`config.mk`:
```
export PLATFORM = sky130hd
export DESIGN_NAME = octavo_datapath
export DESIGN_NICKNAME = d
export VERILOG_FILES = /design/src/rtl/octavo_pkg.sv /design/src/rtl/io_predication.sv /design/src/rtl/operand_memory.sv /design/src/rtl/triadic_alu.sv /design/src/rtl/octavo_datapath.sv
export VERILOG_INCLUDE_DIRS = /design/src /design/src/rtl
export SDC_FILE = /design/constraint.sdc
export NUM_CORES = 2
export LEC_CHECK = 0
export BUFFER_PORTS_ARGS = -buffer_cell sky130_fd_sc_hd__buf_2
export CAP_MARGIN = 25
export CORE_MARGIN = 2
export CORE_UTILIZATION = 35
export CTS_CLUSTER_DIAMETER = 120
export DETAILED_ROUTE_END_ITERATION = 10
export GPL_TIMING_DRIVEN = 1
export SETUP_SLACK_MARGIN = 0.15
export SYNTH_ARGS = -nofsm -noshare
export SYNTH_HDL_FRONTEND = slang
export SYNTH_SLANG_ARGS = --single-unit
```
`constraint.sdc`:
```
create_clock -name clock -period 3.1 [get_ports clock]
set_input_delay 0.155 -clock clock [delete_from_list [all_inputs] [get_ports clock]]
set_output_delay 0.155 -clock clock [all_outputs]
set_load 0.02 [all_outputs]
```
`src/rtl/octavo_cfg.svh`:
```
// Width and I/O port map macros for the datapath, included by the package, the RTL and the testbench
`ifndef OCTAVO_CFG_SVH
`define OCTAVO_CFG_SVH

// ----------------------------------------
// Data and address widths

// One data word
`define OCTAVO_WORD_WIDTH 16

// Word address within a single bank, 64 words per bank
`define OCTAVO_ADDR_WIDTH 6

// Destination address, the top bit picks bank B over bank A
`define OCTAVO_WRITE_ADDR_WIDTH 7

// ----------------------------------------
// Memory-mapped I/O ports

// Ports per bank
`define OCTAVO_IO_PORT_COUNT 2

// Bank address of port 0, port p sits at base plus p
`define OCTAVO_IO_PORT_BASE 62

// ----------------------------------------
// Issue rule

// Cycles from a write to the earliest dependent read
`define OCTAVO_ISSUE_SPACING 4

`endif

```
`src/rtl/octavo_pkg.sv`:
```
// Shared datapath types and the port address decode, referenced by scoped name from RTL and testbench
`default_nettype none

`include "octavo_cfg.svh"

package octavo_pkg;

    typedef logic [`OCTAVO_WORD_WIDTH-1:0]       word_t;
    typedef logic [`OCTAVO_ADDR_WIDTH-1:0]       mem_addr_t;
    typedef logic [`OCTAVO_WRITE_ADDR_WIDTH-1:0] write_addr_t;
    typedef logic [`OCTAVO_IO_PORT_COUNT-1:0]    port_mask_t;

    // One data word per I/O port of a bank
    typedef word_t [`OCTAVO_IO_PORT_COUNT-1:0] port_data_t;

    typedef enum logic [2:0] {
        add     = 3'd0,
        sub     = 3'd1,
        bit_and = 3'd2,
        bit_or  = 3'd3,
        bit_xor = 3'd4,
        pass_a  = 3'd5
    } alu_op_e;

    typedef struct packed {
        alu_op_e     op;
        write_addr_t d;
        mem_addr_t   a;
        mem_addr_t   b;
    } instr_t;

    // Read flags are set when data waits, write flags when there is room
    typedef struct packed {
        port_mask_t read_ef_a;
        port_mask_t read_ef_b;
        port_mask_t write_ef_a;
        port_mask_t write_ef_b;
    } io_flags_t;

    typedef struct packed {
        logic        valid;
        alu_op_e     op;
        write_addr_t d;
        word_t       data_a;
        word_t       data_b;
    } operand_t;

    typedef struct packed {
        logic        valid;
        write_addr_t d;
        word_t       value;
        logic        carry;
        logic        overflow;
    } result_t;

    typedef struct packed {
        port_mask_t wren_a;
        port_mask_t wren_b;
        word_t      data;
    } io_write_t;

    // One-hot mask of the port mapped at a bank address, zero for plain memory
    function automatic port_mask_t port_select(input mem_addr_t addr);
        port_mask_t sel;
        sel = '0;
        for (int p = 0; p < `OCTAVO_IO_PORT_COUNT; p++) begin
            if (addr == mem_addr_t'(`OCTAVO_IO_PORT_BASE + p)) begin
                sel[p] = 1'b1;
            end
        end
        return sel;
    endfunction

endpackage

`default_nettype wire

```
`src/rtl/io_predication.sv`:
```
// First pipeline stage: checks I/O port flags, pulses read enables and annuls blocked instructions
`timescale 1ns/1ps
`default_nettype none

`include "octavo_cfg.svh"

module io_predication (
    input  wire logic                  clock,
    input  wire logic                  reset,
    input  wire logic                  issue,
    input  wire octavo_pkg::instr_t    instr,
    input  wire logic                  branch_cancel,
    input  wire octavo_pkg::io_flags_t io_flags,
    output logic                       pred_valid,
    output octavo_pkg::instr_t         pred_instr,
    output logic                       io_ready,
    output octavo_pkg::port_mask_t     io_rden_a,
    output octavo_pkg::port_mask_t     io_rden_b
);

    octavo_pkg::port_mask_t read_sel_a;
    octavo_pkg::port_mask_t read_sel_b;
    octavo_pkg::port_mask_t write_sel;
    octavo_pkg::port_mask_t write_room;
    logic                   dest_bank_b;
    logic                   ready;
    logic                   annul;
    octavo_pkg::instr_t     instr_annulled;

    // ----------------------------------------
    // Port decode and readiness

    assign read_sel_a  = octavo_pkg::port_select(instr.a);
    assign read_sel_b  = octavo_pkg::port_select(instr.b);
    assign dest_bank_b = instr.d[`OCTAVO_WRITE_ADDR_WIDTH-1];
    assign write_sel   = octavo_pkg::port_select(instr.d[`OCTAVO_ADDR_WIDTH-1:0]);
    assign write_room  = dest_bank_b ? io_flags.write_ef_b : io_flags.write_ef_a;

    // Ready unless a selected port has its flag clear
    assign ready = ((read_sel_a & ~io_flags.read_ef_a) == '0)
                && ((read_sel_b & ~io_flags.read_ef_b) == '0)
                && ((write_sel & ~write_room) == '0);

    // Bubbles are annulled too, so they reach the memory as no-ops
    assign annul = !issue || !ready || branch_cancel;

    // ----------------------------------------
    // Annulment forces every address to zero

    always_comb begin
        instr_annulled = instr;
        if (annul) begin
            instr_annulled.a = '0;
            instr_annulled.b = '0;
            instr_annulled.d = '0;
        end
    end

    always_ff @(posedge clock) begin
        if (reset) begin
            pred_valid <= 1'b0;
            io_ready   <= 1'b0;
            io_rden_a  <= '0;
            io_rden_b  <= '0;
        end else begin
            pred_valid <= issue;
            io_ready   <= issue && ready;
            io_rden_a  <= annul ? '0 : read_sel_a;
            io_rden_b  <= annul ? '0 : read_sel_b;
        end
    end

    always_ff @(posedge clock) begin
        pred_instr <= instr_annulled;
    end

    // A port is never popped on behalf of an instruction that was held back
    rden_only_when_ready: assert property (
        @(posedge clock) disable iff (reset)
        !io_ready |-> (io_rden_a == '0 && io_rden_b == '0)
    );

endmodule

`default_nettype wire

```
`src/rtl/operand_memory.sv`:
```
// Operand banks A and B with memory-mapped I/O ports, registered operand reads and result write-back
`timescale 1ns/1ps
`default_nettype none

`include "octavo_cfg.svh"

module operand_memory (
    input  wire logic                   clock,
    input  wire logic                   reset,
    input  wire logic                   pred_valid,
    input  wire octavo_pkg::instr_t     pred_instr,
    input  wire octavo_pkg::port_data_t io_read_data_a,
    input  wire octavo_pkg::port_data_t io_read_data_b,
    input  wire octavo_pkg::result_t    result,
    output octavo_pkg::operand_t        operand,
    output octavo_pkg::io_write_t       io_write
);

    localparam int MEM_DEPTH = 1 << `OCTAVO_ADDR_WIDTH;

    octavo_pkg::word_t      mem_a [MEM_DEPTH];
    octavo_pkg::word_t      mem_b [MEM_DEPTH];
    octavo_pkg::word_t      read_data_a;
    octavo_pkg::word_t      read_data_b;
    octavo_pkg::mem_addr_t  write_addr;
    octavo_pkg::port_mask_t write_port;
    logic                   write_bank_b;
    logic                   write_mem;
    logic                   mem_wren_a;
    logic                   mem_wren_b;

    // Address 0 reads as zero and a port address reads the port instead of memory
    function automatic octavo_pkg::word_t select_read(
        input octavo_pkg::mem_addr_t  addr,
        input octavo_pkg::word_t      mem_word,
        input octavo_pkg::port_data_t port_data
    );
        octavo_pkg::port_mask_t sel;
        octavo_pkg::word_t      data;
        sel  = octavo_pkg::port_select(addr);
        data = (addr == '0) ? '0 : mem_word;
        for (int p = 0; p < `OCTAVO_IO_PORT_COUNT; p++) begin
            if (sel[p]) begin
                data = port_data[p];
            end
        end
        return data;
    endfunction

    initial begin
        for (int i = 0; i < MEM_DEPTH; i++) begin
            mem_a[i] = '0;
            mem_b[i] = '0;
        end
    end

    // ----------------------------------------
    // Operand read, port data sampled with the rden pulse

    assign read_data_a = select_read(pred_instr.a, mem_a[pred_instr.a], io_read_data_a);
    assign read_data_b = select_read(pred_instr.b, mem_b[pred_instr.b], io_read_data_b);

    always_ff @(posedge clock) begin
        operand.valid  <= pred_valid;
        operand.op     <= pred_instr.op;
        operand.d      <= pred_instr.d;
        operand.data_a <= read_data_a;
        operand.data_b <= read_data_b;
        if (reset) begin
            operand.valid <= 1'b0;
        end
    end

    // ----------------------------------------
    // Write-back decode

    assign write_bank_b = result.d[`OCTAVO_WRITE_ADDR_WIDTH-1];
    assign write_addr   = result.d[`OCTAVO_ADDR_WIDTH-1:0];
    assign write_port   = octavo_pkg::port_select(write_addr);
    assign write_mem    = result.valid && (write_addr != '0) && (write_port == '0);
    assign mem_wren_a   = write_mem && !write_bank_b;
    assign mem_wren_b   = write_mem && write_bank_b;

    always @(posedge clock) begin
        if (mem_wren_a) begin
            mem_a[write_addr] <= result.value;
        end
        if (mem_wren_b) begin
            mem_b[write_addr] <= result.value;
        end
    end

    // Port writes come straight off the ALU result register, in step with the memory write
    always_comb begin
        io_write.wren_a = '0;
        io_write.wren_b = '0;
        io_write.data   = result.value;
        if (result.valid) begin
            if (write_bank_b) begin
                io_write.wren_b = write_port;
            end else begin
                io_write.wren_a = write_port;
            end
        end
    end

    // Word 0 is the no-op address, so it keeps its initial zero forever
    word_zero_stays_zero: assert property (
        @(posedge clock) disable iff (reset)
        mem_a[0] == '0 && mem_b[0] == '0
    );

endmodule

`default_nettype wire

```
`src/rtl/triadic_alu.sv`:
```
// Single-stage ALU: computes the result with carry and overflow and carries the destination along
`timescale 1ns/1ps
`default_nettype none

`include "octavo_cfg.svh"

module triadic_alu (
    input  wire logic                 clock,
    input  wire logic                 reset,
    input  wire octavo_pkg::operand_t operand,
    output octavo_pkg::result_t       result
);

    localparam int MSB = `OCTAVO_WORD_WIDTH - 1;

    octavo_pkg::word_t value;
    logic              carry;
    logic              overflow;

    // ----------------------------------------
    // Operation

    always_comb begin
        value    = '0;
        carry    = 1'b0;
        overflow = 1'b0;
        case (operand.op)
            octavo_pkg::add: begin
                {carry, value} = {1'b0, operand.data_a} + {1'b0, operand.data_b};
                overflow = (operand.data_a[MSB] == operand.data_b[MSB])
                        && (value[MSB] != operand.data_a[MSB]);
            end
            octavo_pkg::sub: begin
                // Carry reports the borrow out of the subtraction
                {carry, value} = {1'b0, operand.data_a} - {1'b0, operand.data_b};
                overflow = (operand.data_a[MSB] != operand.data_b[MSB])
                        && (value[MSB] != operand.data_a[MSB]);
            end
            octavo_pkg::bit_and: value = operand.data_a & operand.data_b;
            octavo_pkg::bit_or:  value = operand.data_a | operand.data_b;
            octavo_pkg::bit_xor: value = operand.data_a ^ operand.data_b;
            octavo_pkg::pass_a:  value = operand.data_a;
            default:             value = '0;
        endcase
    end

    // ----------------------------------------
    // Result register

    always_ff @(posedge clock) begin
        result.valid    <= operand.valid;
        result.d        <= operand.d;
        result.value    <= value;
        result.carry    <= carry;
        result.overflow <= overflow;
        if (reset) begin
            result.valid <= 1'b0;
        end
    end

    // Issued opcodes survive predication and the operand stage unchanged
    legal_opcode: assert property (
        @(posedge clock) disable iff (reset)
        operand.valid |-> operand.op inside {octavo_pkg::add, octavo_pkg::sub,
                                             octavo_pkg::bit_and, octavo_pkg::bit_or,
                                             octavo_pkg::bit_xor, octavo_pkg::pass_a}
    );

endmodule

`default_nettype wire

```
`src/rtl/octavo_datapath.sv`:
```
// Datapath top level: predication, operand memory and ALU in a three-cycle pipeline
`timescale 1ns/1ps
`default_nettype none

module octavo_datapath (
    input  wire logic                   clock,
    input  wire logic                   reset,
    input  wire logic                   issue,
    input  wire octavo_pkg::instr_t     instr,
    input  wire logic                   branch_cancel,
    input  wire octavo_pkg::io_flags_t  io_flags,
    input  wire octavo_pkg::port_data_t io_read_data_a,
    input  wire octavo_pkg::port_data_t io_read_data_b,
    output wire logic                   io_ready,
    output wire octavo_pkg::port_mask_t io_rden_a,
    output wire octavo_pkg::port_mask_t io_rden_b,
    output wire octavo_pkg::io_write_t  io_write,
    output wire octavo_pkg::result_t    result
);

    wire logic                 pred_valid;
    wire octavo_pkg::instr_t   pred_instr;
    wire octavo_pkg::operand_t operand;

    // ----------------------------------------
    // Producer stage

    io_predication u_predication (
        .clock         (clock),
        .reset         (reset),
        .issue         (issue),
        .instr         (instr),
        .branch_cancel (branch_cancel),
        .io_flags      (io_flags),
        .pred_valid    (pred_valid),
        .pred_instr    (pred_instr),
        .io_ready      (io_ready),
        .io_rden_a     (io_rden_a),
        .io_rden_b     (io_rden_b)
    );

    // ----------------------------------------
    // Operand buffer, written back from the ALU result

    operand_memory u_memory (
        .clock          (clock),
        .reset          (reset),
        .pred_valid     (pred_valid),
        .pred_instr     (pred_instr),
        .io_read_data_a (io_read_data_a),
        .io_read_data_b (io_read_data_b),
        .result         (result),
        .operand        (operand),
        .io_write       (io_write)
    );

    // ----------------------------------------
    // Consumer stage

    triadic_alu u_alu (
        .clock   (clock),
        .reset   (reset),
        .operand (operand),
        .result  (result)
    );

endmodule

`default_nettype wire

```
==> Flow_metrics.wiki <==
{| class="wikitable"
! Metric !! Value
|-
| Die Outline Area || 246000 µm²
|-
| Number of global-route vias before repair || 43981
|-
| Overall power consumption || 66400 µW
|-
| Total negative slack for setup checks || 0 ns
|-
| Fillers || 20932
|-
| Pre-antenna DRT Iters || 6
|-
| X dimension of the die || 496 µm
|-
| Top routing layer in use || met5
|-
| Highest-delay cell along the critical path || sky130_fd_sc_hd__mux4_2
|-
| Finished Cell Area || 100000 µm²
|-
| Proportion of layout cells with a drive suffix above 1 || 30.4%
|-
| Post-Synthesis Cells || 4107
|-
| Fmax achieved || 342 MHz
|-
| Wire length of the first global-routing pass || 329 mm
|-
| Site row count || 180
|-
| Clock skew || 0.0410 ns
|-
| Post-layout net count || 4934
|-
| Proportion of register bits with asynchronous set or reset after synthesis || 0%
|-
| Final Hold Fails || 0
|-
| Int Power || 50300 µW
|-
| Clock-pin transition on the worst setup and hold timing paths || 0.07 ns
|-
| Combinational share of power || 8.4%
|-
| Required @ worst endpoint || 3.74 ns
|-
| TritonCTS clock tree || built
|-
| Hold_ws || 0.0453 ns
|-
| RSZ-0062 raised after global routing || yes
|-
| Port bufs || 148
|-
| Area overhead of the layout relative to synthesis || 18.4%
|-
| Startpoint of the most critical hold path || io_read_data_b[6]
|-
| Number of clock buffers inserted by TritonCTS || 205
|-
| Path depth of the worst reg2reg path || 7
|-
| Worst hold stages || 3
|-
| Ranking of synthesized cells by instance count || 2048 x sky130_fd_sc_hd__edfxtp_1, 561 x sky130_fd_sc_hd__mux4_2, 245 x sky130_fd_sc_hd__nor2_1
|-
| Boundary Pins || 149
|-
| Switching share of power || 24.3%
|-
| Routed met2 length || 110 mm
|-
| Bufs on Longest Clock Path || 3
|-
| Synthesized cell area || 84600 µm²
|-
| Critical path's largest stage delay || 0.56 ns
|-
| Clock latency on the worst-skew pair || 0.84 ns
|-
| GPL Wtd Cong || 0.854
|-
| Post-route DRC || 0
|-
| Chain of cells forming the critical path || buf_4 -> buf_12 -> buf_12 -> mux4_2 -> mux4_2 -> mux2i_1 -> o221ai_4
|-
| Top cell type's share of synthesized area || 72.7%
|-
| Status || completed
|-
| Combined global-route utilization of all metal layers || 18.7%
|-
| Antenna violations before repair || 14
|-
| Post-synthesis sequential element count || 2145
|-
| Share of synthesized area occupied by flip-flops and latches || 75.0%
|-
| Top cell family by delay on the critical path || multiplexers
|-
| Number of pins exceeding their max-slew limit in the final report || 0
|-
| Main synth FF type || sky130_fd_sc_hd__edfxtp_1
|-
| Leading post-synthesis cells by cell area || sky130_fd_sc_hd__edfxtp_1 73%, sky130_fd_sc_hd__mux4_2 15%, sky130_fd_sc_hd__dfxtp_1 2.3%, sky130_fd_sc_hd__mux2i_1 1.5%, sky130_fd_sc_hd__nor2_1 1.1%
|-
| Crit share post-route || 94.3%
|-
| # Max-Cap Violations || 0
|-
| Startpoint of the worst register-to-register path || u_predication.pred_instr[1]
|-
| Sink count of the clock tree || 2145
|-
| Number of endpoints failing setup at the final stage || 0
|-
| Via count || 44148
|-
| Tmin final || 2.92 ns
|-
| Category of the worst setup path launch point || register
|-
| Syn. warnings || 0
|-
| Total global routing overflow || 0
|-
| Reg2reg end || u_memory.operand[6]
|-
| Antenna-violating nets left || 0
|-
| Register share of total power || 53.8%
|-
| Most frequent cell after synthesis || sky130_fd_sc_hd__edfxtp_1
|-
| Static Leakage || 0.0323 µW
|-
| Net switching power of the design || 16100 µW
|-
| Starting utilization of the core area || 35.2%
|-
| Placed cell area || 92200 µm²
|-
| Core Region || 240000 µm²
|-
| Clock network fraction of total power || 37.8%
|-
| Maximum number of pins on one net before global-route repair || 81
|-
| Aggregate routed wire length || 232 mm
|-
| Post-placement cell count || 7650
|-
| Number of cells on the critical path || 7
|-
| Wire length on met1 || 98.9 mm
|-
| Die Span Y || 496 µm
|-
| Placed wire-length estimate after detailed placement || 145 mm
|-
| H-tree level count || 4
|-
| Arrival time at the worst endpoint || 3.56 ns
|-
| Worst hold-check path type || primary input to register
|-
| WS Path Type || register to register
|-
| Number of enable-type register cells in the synthesized netlist || 2048
|-
| Peak ir drop on the vdd network || 0.000491 V
|-
| Yosys top cell by area || sky130_fd_sc_hd__edfxtp_1
|-
| Flop-to-flop setup slack || 0.18 ns
|-
| Distinct cells, synth || 72
|-
| Post-detailed-route via-to-cell ratio || 5.42
|-
| Worst slew margin relative to its limit || 25.5%
|-
| Count of placed standard cells in the final layout, fillers left out || 8140
|-
| Worst path buffer plus inverter count || 3
|-
| Met3 wire length || 16.9 mm
|-
| Hold path endpoint || u_memory.operand[6]
|-
| Crit. End Element || register
|-
| PD cells || 663 nW/µm²
|-
| Clk Tree Root Cell || sky130_fd_sc_hd__clkbuf_16
|-
| Wire length per cell || 28.5 µm
|-
| Slew of the pin with the lowest slew margin || 1.12 ns
|-
| Syn avg cell area || 20.6 µm²
|-
| DRC marker count from the first detailed-route iteration || 5353
|-
| Crit path max fanout || 20
|}
[worst max-delay path by stage]
| stage | slack (ns) | startpoint | end |
|---|---|---|---|
| 6_report | 0.18 | u_predication.pred_instr[1] | u_memory.operand[6] |
| 5_1_grt | 0.14 | u_predication.pred_instr[0] | u_memory.operand[11] |
| 4_1_cts | 0.16 | u_predication.pred_instr[0] | u_memory.operand[7] |
| 3_5_place_dp | -0.23 | u_predication.pred_instr[0] | u_memory.operand[7] |
| 3_3_place_gp | -0.22 | u_predication.pred_instr[0] | u_memory.operand[7] |
| 2_1_floorplan | 0.1 | u_alu.result[19] | u_memory.mem_b[32][0] |
[power groups by stage]
stage / combinational, µW / clock (µW) / sequential [µW]
floorplan: 2390 / 0 / 36200
global placement: 5270 / 0 / 36400
detailed placement: 5370 / 0 / 36500
CTS: 5500 / 25500 / 35900
global route: 6010 / 26700 / 35800
finish: 5590 / 25100 / 35700
[cell usage in the layout (no fill, tap or decap), drive strengths merged, types with 8 or more instances in the layout]
| master | instances |
|---|---|
| clkinv | 92 |
| o221ai | 17 |
| nand3 | 31 |
| conb | 96 |
| o21ai | 81 |
| ha | 55 |
| a31oi | 22 |
| a221oi | 10 |
| edfxtp | 2048 |
| nor2 | 245 |
| nand2 | 139 |
| bufinv | 21 |
| a21oi | 70 |
| dfxtp | 97 |
| mux2i | 130 |
| nor3 | 26 |
| inv | 69 |
| dlygate4sd3 | 95 |
| buf | 518 |
| a221o | 9 |
| nor2b | 12 |
| a211oi | 16 |
| o22ai | 28 |
| or3 | 25 |
| a22oi | 8 |
| mux4 | 561 |
| o211ai | 12 |
| and2 | 20 |
| a21o | 11 |
| clkbuf | 254 |
[registers in the layout, summed over array words and instances (netlist names)]
register and flops:
u_predication.io_rden_a 2, u_predication.io_rden_b 2, u_memory.mem_a 1024, u_predication.pred_instr 22
u_predication.pred_valid 1, u_predication.io_ready 1, u_memory.mem_b 1024, u_alu.result 26
u_memory.operand 43
[worst reg2reg max path: cells and delay by family (launching register included)]
family / cells / cell delay (ns)
AOI/OAI and AO/OA: 1 / 0.29
DFF: 1 / 0.51
muxes: 3 / 1.34
buffers and inverters: 3 / 0.60
[per-stage QoR]
stage               util, %  worst slack [ns]
finish                 41.7             0.177
global route           41.7             0.139
CTS                    41.6             0.156
detailed placement     38.4            -0.229
global placement       38.3            -0.221
floorplan                 -            0.0975
[layout make-up]
type                    instances  area, µm²  area share, %
well taps                    3185       3990           3.98
clock buffers                 252       5380           5.37
clock inverters               126       1350           1.34
flip-flops and latches       2145      63500           63.4
inverters                      62        238          0.237
diodes                          5       12.5         0.0125
repair buffers                615       5520           5.52
multi-input cells            1750      20100           20.1
[layer usage]
layer	global-route usage (%)	vias up
met5	0	-
met4	4.85	2
met3	3.02	305
met2	29.7	1911
met1	26.9	23696
li1	-	18234
[repair_timing]
item	CTS	global route
endpoints found under the setup margin	11	405
cloned	0	2
hold buffers	95	0
resized for setup	11	12
setup buffers	4	5
hold endpoints to repair	56	0
[cells by family after synthesis]
group,count (synthesis),share of synthesized area [%]
AO/OA/AOI/OAI,356,2.81
XOR/XNOR,7,0.0725
adder cells (fa/ha/maj),57,0.861
buffers and inverters,307,1.89
flip-flops,2145,75.0
multiplexers,698,16.6
other,1,0.00443
AND/OR/NAND/NOR,536,2.77
Note: power is estimated with default switching activity, not from simulation.
